===== config.mk =====
export PLATFORM = sky130hd
export DESIGN_NAME = strobe_top
export DESIGN_NICKNAME = d
export VERILOG_FILES = /design/src/hw/strobe_pkg.sv /design/src/hw/strobe_ctrl_if.sv /design/src/hw/strobe_ctrl_decode.sv /design/src/hw/prng_xoshiro128p.sv /design/src/hw/strobe.sv /design/src/hw/strobe_event_stats.sv /design/src/hw/strobe_top.sv
export VERILOG_INCLUDE_DIRS = /design/src /design/src/hw
export SDC_FILE = /design/constraint.sdc
export NUM_CORES = 1
export LEC_CHECK = 0
export BUFFER_PORTS_ARGS = -buffer_cell sky130_fd_sc_hd__buf_2
export CORE_MARGIN = 3
export CORE_UTILIZATION = 45
export CTS_BUF_LIST = sky130_fd_sc_hd__clkbuf_2
export CTS_CLUSTER_DIAMETER = 100
export DETAILED_ROUTE_END_ITERATION = 6
export GPL_ROUTABILITY_DRIVEN = 1
export MAX_ROUTING_LAYER = met4
export SETUP_SLACK_MARGIN = 0.5
export SLEW_MARGIN = 20
export SYNTH_ARGS = -nofsm -noshare
export SYNTH_HDL_FRONTEND = slang
export SYNTH_SLANG_ARGS = --single-unit

===== constraint.sdc =====
create_clock -name i_clk -period 9.7 [get_ports i_clk]
set_input_delay 0.97 -clock i_clk [delete_from_list [all_inputs] [get_ports i_clk]]
set_output_delay 0.97 -clock i_clk [all_outputs]
set_load 0.03 [all_outputs]

===== src/hw/strobe_config.svh =====
`ifndef STROBE_CONFIG_SVH
`define STROBE_CONFIG_SVH

// Datapath widths
`define STROBE_PERIOD_W 16
`define STROBE_JITTER_W 8      // No more than 31
`define STROBE_COUNT_W  16

// Register map
`define STROBE_ADDR_PERIOD 2'd0
`define STROBE_ADDR_JITTER 2'd1
`define STROBE_ADDR_SEED   2'd2
`define STROBE_ADDR_CLEAR  2'd3

// PRNG state after reset
// Any value works as long as one word is non-zero
`define STROBE_PRNG_RESET_S0 32'h9e37_79b9
`define STROBE_PRNG_RESET_S1 32'h243f_6a88
`define STROBE_PRNG_RESET_S2 32'hb7e1_5162
`define STROBE_PRNG_RESET_S3 32'h1234_5678

`endif


===== src/hw/strobe_pkg.sv =====
`include "strobe_config.svh"

package strobe_pkg;

  // Period minus one or an interval length
  typedef logic [`STROBE_PERIOD_W-1:0] period_t;

  // Jitter probability level where 0 disables jitter
  typedef logic [`STROBE_JITTER_W-1:0] jitter_t;

  // xoshiro128+ state word or result
  typedef logic [31:0] prng_word_t;

  // Host register bank
  typedef logic [1:0]  reg_addr_t;
  typedef logic [15:0] reg_data_t;

  // Strobe event count
  typedef logic [`STROBE_COUNT_W-1:0] count_t;

endpackage


===== src/hw/strobe_ctrl_if.sv =====
// Settings from the register decode to the strobe generator
interface strobe_ctrl_if;

  import strobe_pkg::*;

  period_t    period_m1;   // Held level
  jitter_t    jitter;      // Held level
  logic [7:0] seed_byte;
  logic       seed_valid;  // One cycle per seed write

  modport decode (
    output period_m1,
    output jitter,
    output seed_byte,
    output seed_valid
  );

  modport execute (
    input  period_m1,
    input  jitter,
    input  seed_byte,
    input  seed_valid
  );

endinterface


===== src/hw/strobe_ctrl_decode.sv =====
`include "strobe_config.svh"

module strobe_ctrl_decode (
  input  logic                  i_clk,
  input  logic                  i_rst_n,
  input  logic                  i_wr_en,
  input  strobe_pkg::reg_addr_t i_wr_addr,
  input  strobe_pkg::reg_data_t i_wr_data,
  strobe_ctrl_if.decode         ctrl,
  output logic                  o_clear
);

  import strobe_pkg::*;

  period_t    period_q;
  jitter_t    jitter_q;
  logic [7:0] seed_byte_q;
  logic       seed_valid_q;
  logic       clear_q;

  logic wr_period;
  logic wr_jitter;
  logic wr_seed;
  logic wr_clear;

  // Address decode, independent of the clock gate
  assign wr_period = i_wr_en && (i_wr_addr == `STROBE_ADDR_PERIOD);
  assign wr_jitter = i_wr_en && (i_wr_addr == `STROBE_ADDR_JITTER);
  assign wr_seed   = i_wr_en && (i_wr_addr == `STROBE_ADDR_SEED);
  assign wr_clear  = i_wr_en && (i_wr_addr == `STROBE_ADDR_CLEAR);

  always_ff @(posedge i_clk or negedge i_rst_n) begin
    if (!i_rst_n) begin
      period_q <= '0;
      jitter_q <= '0;
    end else begin
      if (wr_period) begin
        period_q <= i_wr_data[`STROBE_PERIOD_W-1:0];
      end
      if (wr_jitter) begin
        jitter_q <= i_wr_data[`STROBE_JITTER_W-1:0];
      end
    end
  end

  // Command pulses
  always_ff @(posedge i_clk or negedge i_rst_n) begin
    if (!i_rst_n) begin
      seed_valid_q <= 1'b0;
      clear_q      <= 1'b0;
    end else begin
      seed_valid_q <= wr_seed;
      clear_q      <= wr_clear;
    end
  end

  always_ff @(posedge i_clk) begin
    if (wr_seed) begin
      seed_byte_q <= i_wr_data[7:0];  // Low byte only
    end
  end

  assign ctrl.period_m1  = period_q;
  assign ctrl.jitter     = jitter_q;
  assign ctrl.seed_byte  = seed_byte_q;
  assign ctrl.seed_valid = seed_valid_q;
  assign o_clear         = clear_q;

endmodule


===== src/hw/prng_xoshiro128p.sv =====
`include "strobe_config.svh"

module prng_xoshiro128p (
  input  logic                   i_clk,
  input  logic                   i_rst_n,
  input  logic                   i_cg,
  input  logic                   i_seed_valid,
  input  logic [7:0]             i_seed_byte,
  output strobe_pkg::prng_word_t o_result
);

  import strobe_pkg::*;

  prng_word_t s0_q;
  prng_word_t s1_q;
  prng_word_t s2_q;
  prng_word_t s3_q;

  prng_word_t s2_x;
  prng_word_t s3_x;
  prng_word_t s0_n;
  prng_word_t s1_n;
  prng_word_t s2_n;
  prng_word_t s3_n;

  logic [127:0] seed_shift;

  assign o_result = s0_q + s3_q;  // The plus scrambler

  // State transition
  assign s2_x = s2_q ^ s0_q;
  assign s3_x = s3_q ^ s1_q;
  assign s1_n = s1_q ^ s2_x;
  assign s0_n = s0_q ^ s3_x;
  assign s2_n = s2_x ^ (s1_q << 9);
  assign s3_n = {s3_x[20:0], s3_x[31:21]};  // Rotate left by 11

  // Byte enters at the bottom of s0, top byte of s3 drops out
  assign seed_shift = {s3_q[23:0], s2_q, s1_q, s0_q, i_seed_byte};

  always_ff @(posedge i_clk or negedge i_rst_n) begin
    if (!i_rst_n) begin
      s0_q <= `STROBE_PRNG_RESET_S0;
      s1_q <= `STROBE_PRNG_RESET_S1;
      s2_q <= `STROBE_PRNG_RESET_S2;
      s3_q <= `STROBE_PRNG_RESET_S3;
    end else if (i_seed_valid) begin  // Seeding wins over stepping
      {s3_q, s2_q, s1_q, s0_q} <= seed_shift;
    end else if (i_cg) begin
      s0_q <= s0_n;
      s1_q <= s1_n;
      s2_q <= s2_n;
      s3_q <= s3_n;
    end
  end

  // An all-zero state would lock the generator up
  a_state_nonzero: assert property (@(posedge i_clk) disable iff (!i_rst_n)
    (s0_q | s1_q | s2_q | s3_q) != '0);

endmodule


===== src/hw/strobe.sv =====
`include "strobe_config.svh"

// Clock-enable divider with random period jitter
module strobe (
  input  logic                   i_clk,
  input  logic                   i_rst_n,
  input  logic                   i_cg,
  strobe_ctrl_if.execute         ctrl,
  output strobe_pkg::prng_word_t o_jitter_prng,
  output logic                   o_strobe
);

  import strobe_pkg::*;

  prng_word_t prng_result;
  jitter_t    jitter_draw;
  logic       jitter_fire;
  logic       extend_not_shorten;
  logic       jitter_extend;
  logic       jitter_shorten;
  period_t    count_q;
  period_t    count_d;
  logic       strobe_q;

  prng_xoshiro128p u_prng (
    .i_clk        (i_clk),
    .i_rst_n      (i_rst_n),
    .i_cg         (i_cg),
    .i_seed_valid (ctrl.seed_valid),
    .i_seed_byte  (ctrl.seed_byte),
    .o_result     (prng_result)
  );

  // Top bits of the result against the jitter level
  assign jitter_draw        = prng_result[32-`STROBE_JITTER_W +: `STROBE_JITTER_W];
  assign jitter_fire        = (jitter_draw < ctrl.jitter);
  assign extend_not_shorten = prng_result[31-`STROBE_JITTER_W];  // Bit just below the draw
  assign jitter_extend      = jitter_fire && extend_not_shorten;
  assign jitter_shorten     = jitter_fire && !extend_not_shorten;

  always_comb begin
    if (count_q == '0) begin
      count_d = ctrl.period_m1;  // Reload picks up new period
    end else if (jitter_shorten && (count_q != period_t'(1))) begin
      count_d = count_q - period_t'(2);
    end else begin
      count_d = count_q - period_t'(1);
    end
  end

  // Extend freezes the count for one cycle
  always_ff @(posedge i_clk or negedge i_rst_n) begin
    if (!i_rst_n) begin
      count_q <= '0;
    end else if (i_cg && !jitter_extend) begin
      count_q <= count_d;
    end
  end

  always_ff @(posedge i_clk or negedge i_rst_n) begin
    if (!i_rst_n) begin
      strobe_q <= 1'b0;
    end else if (i_cg) begin
      strobe_q <= (count_q == '0) && !jitter_extend;  // Pulse on reload
    end
  end

  assign o_jitter_prng = prng_result;
  assign o_strobe      = strobe_q;

  // Non-zero period keeps strobes apart across enabled cycles
  a_strobe_single: assert property (@(posedge i_clk) disable iff (!i_rst_n)
    (i_cg && $past(i_cg) && o_strobe && (ctrl.period_m1 != '0) && $stable(ctrl.period_m1))
    |=> !o_strobe);

endmodule


===== src/hw/strobe_event_stats.sv =====
module strobe_event_stats (
  input  logic                i_clk,
  input  logic                i_rst_n,
  input  logic                i_cg,
  input  logic                i_strobe,
  input  logic                i_clear,
  output strobe_pkg::count_t  o_strobe_count,
  output strobe_pkg::period_t o_last_interval
);

  import strobe_pkg::*;

  count_t  count_q;
  period_t since_q;     // Enabled cycles after the last strobe
  period_t interval_q;
  logic    strobe_seen;

  assign strobe_seen = i_cg && i_strobe;  // A held strobe counts once

  // Clear overrides the increment
  always_ff @(posedge i_clk or negedge i_rst_n) begin
    if (!i_rst_n) begin
      count_q <= '0;
    end else if (i_clear) begin
      count_q <= '0;
    end else if (strobe_seen) begin
      count_q <= count_q + count_t'(1);
    end
  end

  always_ff @(posedge i_clk or negedge i_rst_n) begin
    if (!i_rst_n) begin
      since_q    <= '0;
      interval_q <= '0;
    end else if (strobe_seen) begin
      interval_q <= since_q + period_t'(1);  // Includes the strobe cycle
      since_q    <= '0;
    end else if (i_cg) begin
      since_q <= since_q + period_t'(1);
    end
  end

  assign o_strobe_count  = count_q;
  assign o_last_interval = interval_q;

endmodule


===== src/hw/strobe_top.sv =====
module strobe_top (
  input  logic                   i_clk,
  input  logic                   i_rst_n,
  input  logic                   i_cg,

  input  logic                   i_wr_en,
  input  strobe_pkg::reg_addr_t  i_wr_addr,
  input  strobe_pkg::reg_data_t  i_wr_data,

  output logic                   o_strobe,
  output strobe_pkg::prng_word_t o_jitter_prng,
  output strobe_pkg::count_t     o_strobe_count,
  output strobe_pkg::period_t    o_last_interval
);

  logic clear_pulse;   // Clear write, one cycle
  logic strobe_pulse;

  strobe_ctrl_if u_ctrl_if ();

  // Register writes to held settings and pulses
  strobe_ctrl_decode u_decode (
    .i_clk     (i_clk),
    .i_rst_n   (i_rst_n),
    .i_wr_en   (i_wr_en),
    .i_wr_addr (i_wr_addr),
    .i_wr_data (i_wr_data),
    .ctrl      (u_ctrl_if.decode),
    .o_clear   (clear_pulse)
  );

  strobe u_strobe (
    .i_clk         (i_clk),
    .i_rst_n       (i_rst_n),
    .i_cg          (i_cg),
    .ctrl          (u_ctrl_if.execute),
    .o_jitter_prng (o_jitter_prng),
    .o_strobe      (strobe_pulse)
  );

  // Count and interval statistics
  strobe_event_stats u_stats (
    .i_clk           (i_clk),
    .i_rst_n         (i_rst_n),
    .i_cg            (i_cg),
    .i_strobe        (strobe_pulse),
    .i_clear         (clear_pulse),
    .o_strobe_count  (o_strobe_count),
    .o_last_interval (o_last_interval)
  );

  assign o_strobe = strobe_pulse;

endmodule


After elaboration in Yosys (flattened, before gate mapping)
Cells that the tools add are included.

storage, ports and cells
  flip-flop bits (word level) = 227
  latch bits = 0
  bits in writable memories = 0
  bits in read-only memories = 0
  input port bits = 22
  output and inout bits = 65
  logic and storage cells = 60
  memories = 0

operators by class
  add/subtract/negate cells = 5
  multiply operators = 0
  divide/modulo/power cells = 0
  order comparisons = 1
  equality and inequality tests = 4
  shifts and indexed selects = 0
  mux-type cells = 14
  bitwise gates (word level) = 5
  reductions and logical operators = 17

operators by type and width
  cell                                                                    count
  32-bit two-way mux                                                      8
  32-bit bitwise XOR                                                      5
  16-bit two-way mux                                                      6
  16-bit by 1-bit adder with 16-bit output (second input constant)        2
  32-bit adder                                                            1
  16-bit logical NOT                                                      1
  16-bit by 1-bit != test with 1-bit output (second input constant)       1
  16-bit by 1-bit subtractor with 16-bit output (second input constant)   1
  16-bit by 2-bit subtractor with 16-bit output (second input constant)   1
  1-bit logical AND                                                       10
  8-bit less-than comparator                                              1
  2-bit nonzero test                                                      3
  2-bit equality test (second input constant)                             2
  2-bit by 1-bit equality test with 1-bit output (second input constant)  1
  1-bit logical NOT                                                       2
  2-bit logical NOT                                                       1

Longest topological paths before layout
Gate-level depths: netlist of the first run.

  depth after elaboration = 6
  depth in mapped cells = 22
  mapped depth without buffers = 21

By module
A second synthesis of the first run with hierarchy kept.

unflattened totals
  cell total of the unflattened synthesis = 1,470
  area, all modules = 13,670.6 µm²

modules (own cells, without submodules)
  module              times used  cells each  area an instance (µm²)  sequential area each (µm²)
  prng_xoshiro128p    1           980         8,438.1                 3,281.9
  strobe_event_stats  1           260         2,565.0                 1,201.2
  strobe              1           166         1,455.1                 425.4
  strobe_ctrl_decode  1           64          1,212.4                 890.9

Least setup slack after synthesis of the first run
Ideal clock, no wire load.

  kind = reg2reg
  from = register u_strobe.u_prng.s3_q[0]
  to = register u_strobe.count_q[8]
  setup time = 87 ps
  arrival time = 5,760 ps
  required time = 9,613 ps
  setup slack = 3,853 ps
  cell stages (with the launch flop) = 22
  path buffers = 1
  clock period less this slack = 5,847 ps
  cell sequence = dfrtp_1 > ha_1 > fa_1 > a211oi_1 > o21ai_1 > nand4_1 > nand2_1 > a21boi_1 > o31a_1 > o21ai_1 > o311ai_0 > ha_1 > nand2_1 > o21ai_1 > a211oi_1 > nand2_1 > mux2_2 > a21oi_4 > mux2i_1 > buf_2 > o311a_1 > a211oi_2

on the way
  longest elaborated chain between the ends = 6
  elaborated cells on any way between the ends = 10
  those cells by class = add/sub (1); order compare (1); mux (2); reduce/logical (6)

RTL lines
  element                       RTL line                source
  from (decl)                   prng_xoshiro128p.sv:17  prng_word_t s3_q;
  from (signal assigned)        prng_xoshiro128p.sv:46  s3_q <= `STROBE_PRNG_RESET_S3;
  from (signal assigned)        prng_xoshiro128p.sv:48  {s3_q, s2_q, s1_q, s0_q} <= seed_shift;
  from (signal assigned)        prng_xoshiro128p.sv:53  s3_q <= s3_n;
  32-bit adder *                prng_xoshiro128p.sv:28  assign o_result = s0_q + s3_q;
  net o_jitter_prng[30]         strobe_top.sv:11        output strobe_pkg::prng_word_t o_jitter_prng,
  8-bit less-than comparator *  strobe.sv:36            assign jitter_fire = (jitter_draw < ctrl.jitter);
  1-bit logical AND             strobe.sv:39            assign jitter_shorten = jitter_fire && !extend_not_shorten;
  1-bit logical AND             strobe.sv:44            end else if (jitter_shorten && (count_q != period_t'(1))) begin
  16-bit two-way mux            strobe.sv:44
  16-bit two-way mux            strobe.sv:42            if (count_q == '0) begin
  to (signal assigned)          strobe.sv:56            count_q <= count_d;
  to (decl)                     strobe.sv:21            period_t count_q;

Mark *: on every way through the listed nets, which the timed path passes. The rest lies on a longest branch.
A chain may end at the register's enable or synchronous reset.

Worst setup path after layout of the first run
  from = register u_strobe.u_prng.s3_q[0]
  to = register u_strobe.count_q[6]

on the way
  longest elaborated chain between the ends = 6
  elaborated cells on any way between the ends = 10
  those cells by class = add/sub (1); order compare (1); mux (2); reduce/logical (6)

RTL lines
  element                                                          RTL line
  32-bit adder *                                                   prng_xoshiro128p.sv:28
  8-bit less-than comparator or 1-bit logical NOT (tied branches)  strobe.sv:36, strobe.sv:39
  1-bit logical AND                                                strobe.sv:39
  1-bit logical AND                                                strobe.sv:44
  16-bit two-way mux                                               strobe.sv:44
  16-bit two-way mux                                               strobe.sv:42

Every way passes the cells marked *; elsewhere a longest branch is shown, timed or not.

==> flow_metrics.py, run 1 <==
metrics = {
    "critical_path": {
        "required_ns": 10.34,
        "crit_end": "u_strobe.count_q[6]",
        "startpoint": "u_strobe.u_prng.s3_q[0]",
        "cp.arrival_ns": 7.32,
        "start_kind": "flop",
        "setup.worst_path.end_class": "flop",
        "critPathMaxFanout": 11,
        "worst-setup-path-type": "flop to flop",
        "path_buf_inv": 0,
        "crit_cells": 20,
        "rr_startpoint": "u_strobe.u_prng.s3_q[0]",
        "reg2reg_depth": 20,
        "max_stage_delay_ns": 1.02,
        "cp_slowest_cell": "o311ai_0",
        "crit_path_cell_trace": "ha_1, fa_1, a211oi_1, o21ai_1, nand4_1, nand2_1, a21boi_1, o31a_1, o21ai_1, o311ai_0, ha_1, nand2_1, o21ai_1, a211oi_1, nand2_1, mux2_2, a21oi_4, mux2i_1, or2_2, o211ai_1",
        "regToRegSetupSlack_ns": 3.02,
        "r2r_end": "u_strobe.count_q[6]",
        "cpLargestDelayFamily": "compound AO/OA/AOI/OAI gates",
    },
    "die": {
        "pin_count": 87,
        "fp.dieArea_mm2": 0.0311,
        "rows": 61,
        "initial_utilization_pct": 46.3,
        "die_h_um": 176,
        "die_w_um": 176,
        "core_mm2": 0.0282,
    },
    "job": {
        "maxCapViolCount": 0,
    },
    "route": {
        "ant_nets": 0,
        "route.vias.total": 10300,
        "wl_per_cell_um": 18.2,
        "drt_first_pass_iters": 5,
        "vias_per_cell": 5.37,
        "drt_wl_total_mm": 34.9,
        "drcViolationCount": 0,
        "first_iter_violations": 779,
    },
    "logic_synthesis": {
        "synth_area_per_cell_um2": 9.34,
        "yosysMostFrequentCell": "nand2_1",
        "yosysSeqAreaShare_pct": 44.5,
        "syn_area_mm2": 0.0130,
        "synth-edff-count": 8,
        "async_flop_share_pct": 96.5,
        "synth_cell_types": 72,
        "netlist_instances": 1396,
        "synth.ff_latch_count": 227,
        "synth_commonest_cells": "nand2_1 (232), o21ai_0 (168), dfrtp_1 (156)",
        "synth_fp_nets": 1463,
        "synth.top_cell.area_share_pct": 29.9,
        "synthTopCellsByArea": "dfrtp_1 (30%), dfstp_2 (13%), xnor2_1 (8.5%), xor2_1 (7.5%), nand2_1 (6.7%)",
        "yosysTopAreaCell": "dfrtp_1",
        "synthFlopType": "dfrtp_1",
        "synth_warnings": 0,
    },
    "sta": {
        "hold_viol": 0,
        "fin_ws_ns": 3.02,
        "setup_viol": 0,
        "fin_skew_ns": 0.0609,
        "drv_slew": 0,
        "final.setup.tns_ns": 0,
        "tightest_slew_ns": 1.19,
        "timing.slew.headroom_pct": 19.9,
        "max_freq_mhz": 150,
        "rsz0062_at_grt": "false",
        "fin_crit_sh_pct": 68.9,
        "period_needed_ns": 6.68,
    },
    "worst_hold_path": {
        "min_path_type": "input port to async pin",
    },
    "layout": {
        "fin_cells": 1921,
        "drive_gt1_share_pct": 20.4,
        "fin_util_pct": 51.1,
        "layout.nets": 1555,
        "area_delta_synth_final_pct": 10.4,
    },
    "global_routing": {
        "grt_usage_pct": 23.7,
        "grt_max_degree": 126,
        "grt_pass1_vias": 9997,
        "grt-ovfl-total": 0,
        "grt_first_pass_wirelength_mm": 56.6,
        "antenna_found_initial": 1,
    },
    "clocking": {
        "clock_sinks": 227,
        "cts_setup_buffers": 0,
        "clock_path_buffers": 3,
        "root_buffer": "clkbuf_2",
        "cts-resized-gates": 0,
        "htree_levels": 3,
        "cts_tree": "yes",
        "ctsHoldBuffers": 0,
        "path_clk_slew_ns": 0.11,
        "clkLatencyLatePin_ns": 0.81,
        "cts_buffers": 66,
    },
    "place": {
        "io_buffer_count": 86,
        "dpl.cell_count": 1798,
        "hpwl_mm": 24.3,
        "gp_routability_congestion": 0.951,
        "pre_cts_ws_ns": 3.18,
    },
    "status": {
        "status": "completed",
    },
}
## registers in the layout (all words and copies together), names as in the netlist, 32 cells and up
register              count
u_strobe.u_prng.s2_q     32
u_strobe.u_prng.s3_q     32
u_strobe.u_prng.s1_q     32
u_strobe.u_prng.s0_q     32
## area by class of cell
type / instances / area, um^2
tap: 378 / 473
timing repair buffer: 93 / 497
multi-input combinational: 1079 / 6900
inverter: 21 / 78.8
clock buffer: 99 / 495
sequential: 227 / 5800
antenna: 2 / 5.00
clock inverter: 22 / 145
fill: 2631 / 13800
## cell families after synthesis
| kind of cell | count (synthesis) | synth area share (%) |
|---|---|---|
| muxes | 29 | 2.56 |
| adders and majority gates | 45 | 4.37 |
| AOI/OAI and AO/OA | 355 | 16.3 |
| xor gates and xnor gates | 239 | 16.0 |
| and+or+nand+nor | 411 | 13.6 |
| buffers and inverters | 90 | 2.67 |
| DFF | 227 | 44.5 |
## worst min-delay path by stage
stage,start,to,cells past startpoint,slack [ns]
3_3_place_gp,u_stats.o_last_interval[14],u_stats.o_last_interval[14],2,0.46
2_1_floorplan,u_decode.ctrl.seed_byte[1],u_strobe.u_prng.s0_q[1],2,0.43
5_1_grt,i_rst_n,u_stats.o_strobe_count[8],1,0.21
6_report,i_rst_n,u_strobe.u_prng.s2_q[2],1,0.20
3_5_place_dp,u_stats.o_last_interval[6],u_stats.o_last_interval[6],2,0.47
4_1_cts,i_rst_n,u_strobe.u_prng.s2_q[2],1,0.17
## stage by stage
stage / cell area (um^2) / hold WS [ns]
floorplan: 13000 / 0.430
global placement: 13700 / 0.462
detailed placement: 13700 / 0.470
CTS: 14400 / 0.174
global route: 14400 / 0.212
finish: 14400 / 0.198
## per-layer routing
layer | global-route usage (%) | share of wire, % | vias up | wire (um)
met2 | 32.9 | 43 | 303 | 14800
li1 | - | - | 5041 | -
met5 | - | 0 | - | 0
met4 | 7.36 | 2.3 | 0 | 795
met3 | 3.89 | 6.0 | 56 | 2100
met1 | 35.3 | 49 | 4919 | 17200
## cell usage in the layout (no fill, tap or decap), types with 9 or more instances in the layout
master,n
nand2_1,232
a211oi_1,9
dfrtp_1,155
a22o_1,11
o21ai_0,168
nor2_1,92
xor2_1,112
inv_1,20
mux2_2,25
nand3_1,16
ha_1,44
clkbuf_2,99
a21oi_1,71
o21ai_1,17
xnor2_1,127
clkinv_1,10
buf_2,85
and3_1,21
dfstp_2,63
## worst reg2reg max path: cells and delay by family (launching register included)
kind / cells / cell delay (ns)
compound gates: 10 / 3.05
fa+ha+maj: 3 / 1.11
flops: 1 / 0.43
mux: 2 / 1.15
simple gates: 5 / 0.75
Power of run 1 is not shown: default switching activity piles up to over one toggle a cycle in this logic, so the estimate is an artifact.
==> inputs of run 2 (changes only) <==
==> constraint.sdc (replaced) <==
create_clock -name i_clk -period 6.85 [get_ports i_clk]
set_input_delay 0.685 -clock i_clk [delete_from_list [all_inputs] [get_ports i_clk]]
set_output_delay 0.685 -clock i_clk [all_outputs]
set_load 0.03 [all_outputs]
==> run 2 against run 1 <==
Against the previous run: critical path type unchanged; highest routed layer unchanged; worst hold slack better by 0.021 ns; register-to-register slack worse by 2.1 ns; clock skew is 0.021 ns lower; flip-flop and latch count stayed put; die area stayed put; largest cell class unchanged; routed wire length is 0.23% lower; clock-buffer cell count is 4 lower; sequential share of layout area is 0.26 points lower; first-iteration DRC count is 5.8% lower; fmax is 13% higher.
==> flow_metrics.py, run 2 (same netlist as run 1, synthesis figures left out) <==
metrics = {
    "layout": {
        "layout.nets": 1568,
        "drive_gt1_share_pct": 19.6,
        "final_common_cell": "nand2_1",
        "fin_cells": 1934,
        "area_delta_synth_final_pct": 11.1,
        "nFillCells": 2676,
        "multi_input_area_mm2": 0.00690,
        "final_cell_mix": "nand2_1 (232), o21ai_0 (168), dfrtp_1 (155), xnor2_1 (127), xor2_1 (112)",
        "seq_area_mm2": 0.00580,
    },
    "sta": {
        "final.setup.tns_ns": 0,
        "setup_viol": 0,
        "period_needed_ns": 5.93,
        "fin_skew_ns": 0.0399,
        "drv_slew": 0,
        "fin_crit_sh_pct": 86.6,
        "fin_hold_ws_ns": 0.219,
        "hold_viol": 0,
        "rsz0062_at_grt": "false",
        "max_freq_mhz": 169,
        "tightest_slew_ns": 0.996,
        "timing.slew.headroom_pct": 33.6,
    },
    "clocking": {
        "clock_path_buffers": 3,
        "htree_levels": 2,
        "clock_sinks": 227,
        "root_buffer": "clkbuf_2",
        "cts_tree": "yes",
        "path_clk_slew_ns": 0.11,
        "clkLatencyLatePin_ns": 0.87,
        "cts_buffers": 61,
    },
    "place": {
        "io_buffer_count": 86,
        "hpwl_mm": 24.4,
        "gp_routability_congestion": 0.921,
        "dpl.cell_count": 1799,
    },
    "global_routing": {
        "grt_max_degree": 114,
        "grt_pass1_vias": 10100,
        "grt-ovfl-total": 0,
        "grt_first_pass_wirelength_mm": 56.1,
        "grt_usage_pct": 23.3,
        "antenna_found_initial": 3,
    },
    "route": {
        "ant_nets": 0,
        "drcViolationCount": 0,
        "route.vias.total": 10400,
        "vias_per_cell": 5.35,
        "drt_wl_total_mm": 34.8,
        "drt_first_pass_iters": 5,
        "wl_per_cell_um": 18.0,
        "first_iter_violations": 734,
    },
    "die": {
        "pin_count": 87,
        "die_w_um": 176,
        "fp.dieArea_mm2": 0.0311,
        "rows": 61,
        "core_mm2": 0.0282,
        "initial_utilization_pct": 46.3,
        "die_h_um": 176,
    },
    "worst_hold_path": {
        "min_path_type": "input port to flop",
    },
    "critical_path": {
        "worst-setup-path-type": "flop to flop",
        "critPathMaxFanout": 11,
        "cp.arrival_ns": 6.65,
        "required_ns": 7.57,
        "start_kind": "flop",
        "setup.worst_path.end_class": "flop",
    },
    "status": {
        "status": "completed",
    },
    "job": {
        "maxCapViolCount": 0,
    },
}
-- run 2: cell count changes in the layout (fill, tap and decap cells not counted) --
cell | previous run | this run
bufinv_16 | 2 | 0
buf_6 | 1 | 0
clkinv_1 | 10 | 15
dlygate4sd3_1 | 0 | 17
diode_2 | 2 | 3
clkinvlp_4 | 1 | 0
clkinv_4 | 0 | 1
inv_2 | 5 | 2
clkinv_2 | 5 | 3
buf_4 | 6 | 8
clkbuf_2 | 99 | 95
-- run 2: layout make-up --
type | count | share of cell area [%]
multi-input cells | 1079 | 47.6
flip-flops and latches | 227 | 40.0
repair buffers | 111 | 4.63
clock buffers | 95 | 3.28
well taps | 378 | 3.26
clock inverters | 20 | 0.578
inverters | 21 | 0.544
diodes | 3 | 0.0518
-- run 2: per-layer routing --
metal,up-vias,track usage [%],part of all wire (%)
met1,4969,34.2,49
met3,52,4.30,5.8
met2,280,32.9,43
li1,5049,-,-
met5,-,-,0
met4,0,6.96,2.1
-- run 2: per-stage QoR --
step | setup WS, ns | util (%) | cell area, um^2
2_1_floorplan | 1.00 | - | 13000
3_3_place_gp | 1.20 | 48.8 | 13800
3_5_place_dp | 1.00 | 48.8 | 13800
4_1_cts | 0.974 | 51.4 | 14500
5_1_grt | 0.526 | 51.5 | 14500
6_report | 0.920 | 51.5 | 14500
-- run 2: path summary, 6_finish.rpt --
path / from / depth (start not counted) / slack [ns] / to
max reg2reg: u_strobe.u_prng.s0_q[12] / 20 / 0.92 / u_strobe.count_q[4]
max in group asynchronous: i_rst_n / 3 / 5.12 / u_stats.o_strobe_count[8]
min: i_wr_addr[0] / 2 / 0.22 / u_decode.ctrl.seed_valid
max: u_strobe.u_prng.s0_q[12] / 20 / 0.92 / u_strobe.count_q[4]
min in group asynchronous: i_rst_n / 2 / 0.44 / u_strobe.u_prng.s1_q[4]
min reg2reg: u_stats.o_last_interval[14] / 2 / 0.48 / u_stats.o_last_interval[14]
-- run 2: critical path: stages, from the launching register on --
cell	delay, ns
dfstp_2	0.62
ha_1	0.31
a21oi_1	0.26
o21ai_0	0.18
a311oi_1	0.43
o211ai_1	0.21
a2111oi_2	0.39
nor3_1	0.12
or3_1	0.35
a21oi_1	0.18
xnor2_1	0.14
ha_1	0.22
or4b_1	0.50
a211oi_1	0.29
nand2_1	0.11
mux2_2	0.31
a21oi_4	0.30
mux2i_1	0.12
buf_4	0.18
or2_2	0.29
o311ai_1	0.27
-- run 2: timing repair --
action | CTS | global route
hold endpoints to repair | 99 | 0
hold buffers | 17 | 0
setup buffers | 0 | 0
gates resized for setup | 0 | 0
Power of run 2 is left out for the same reason.
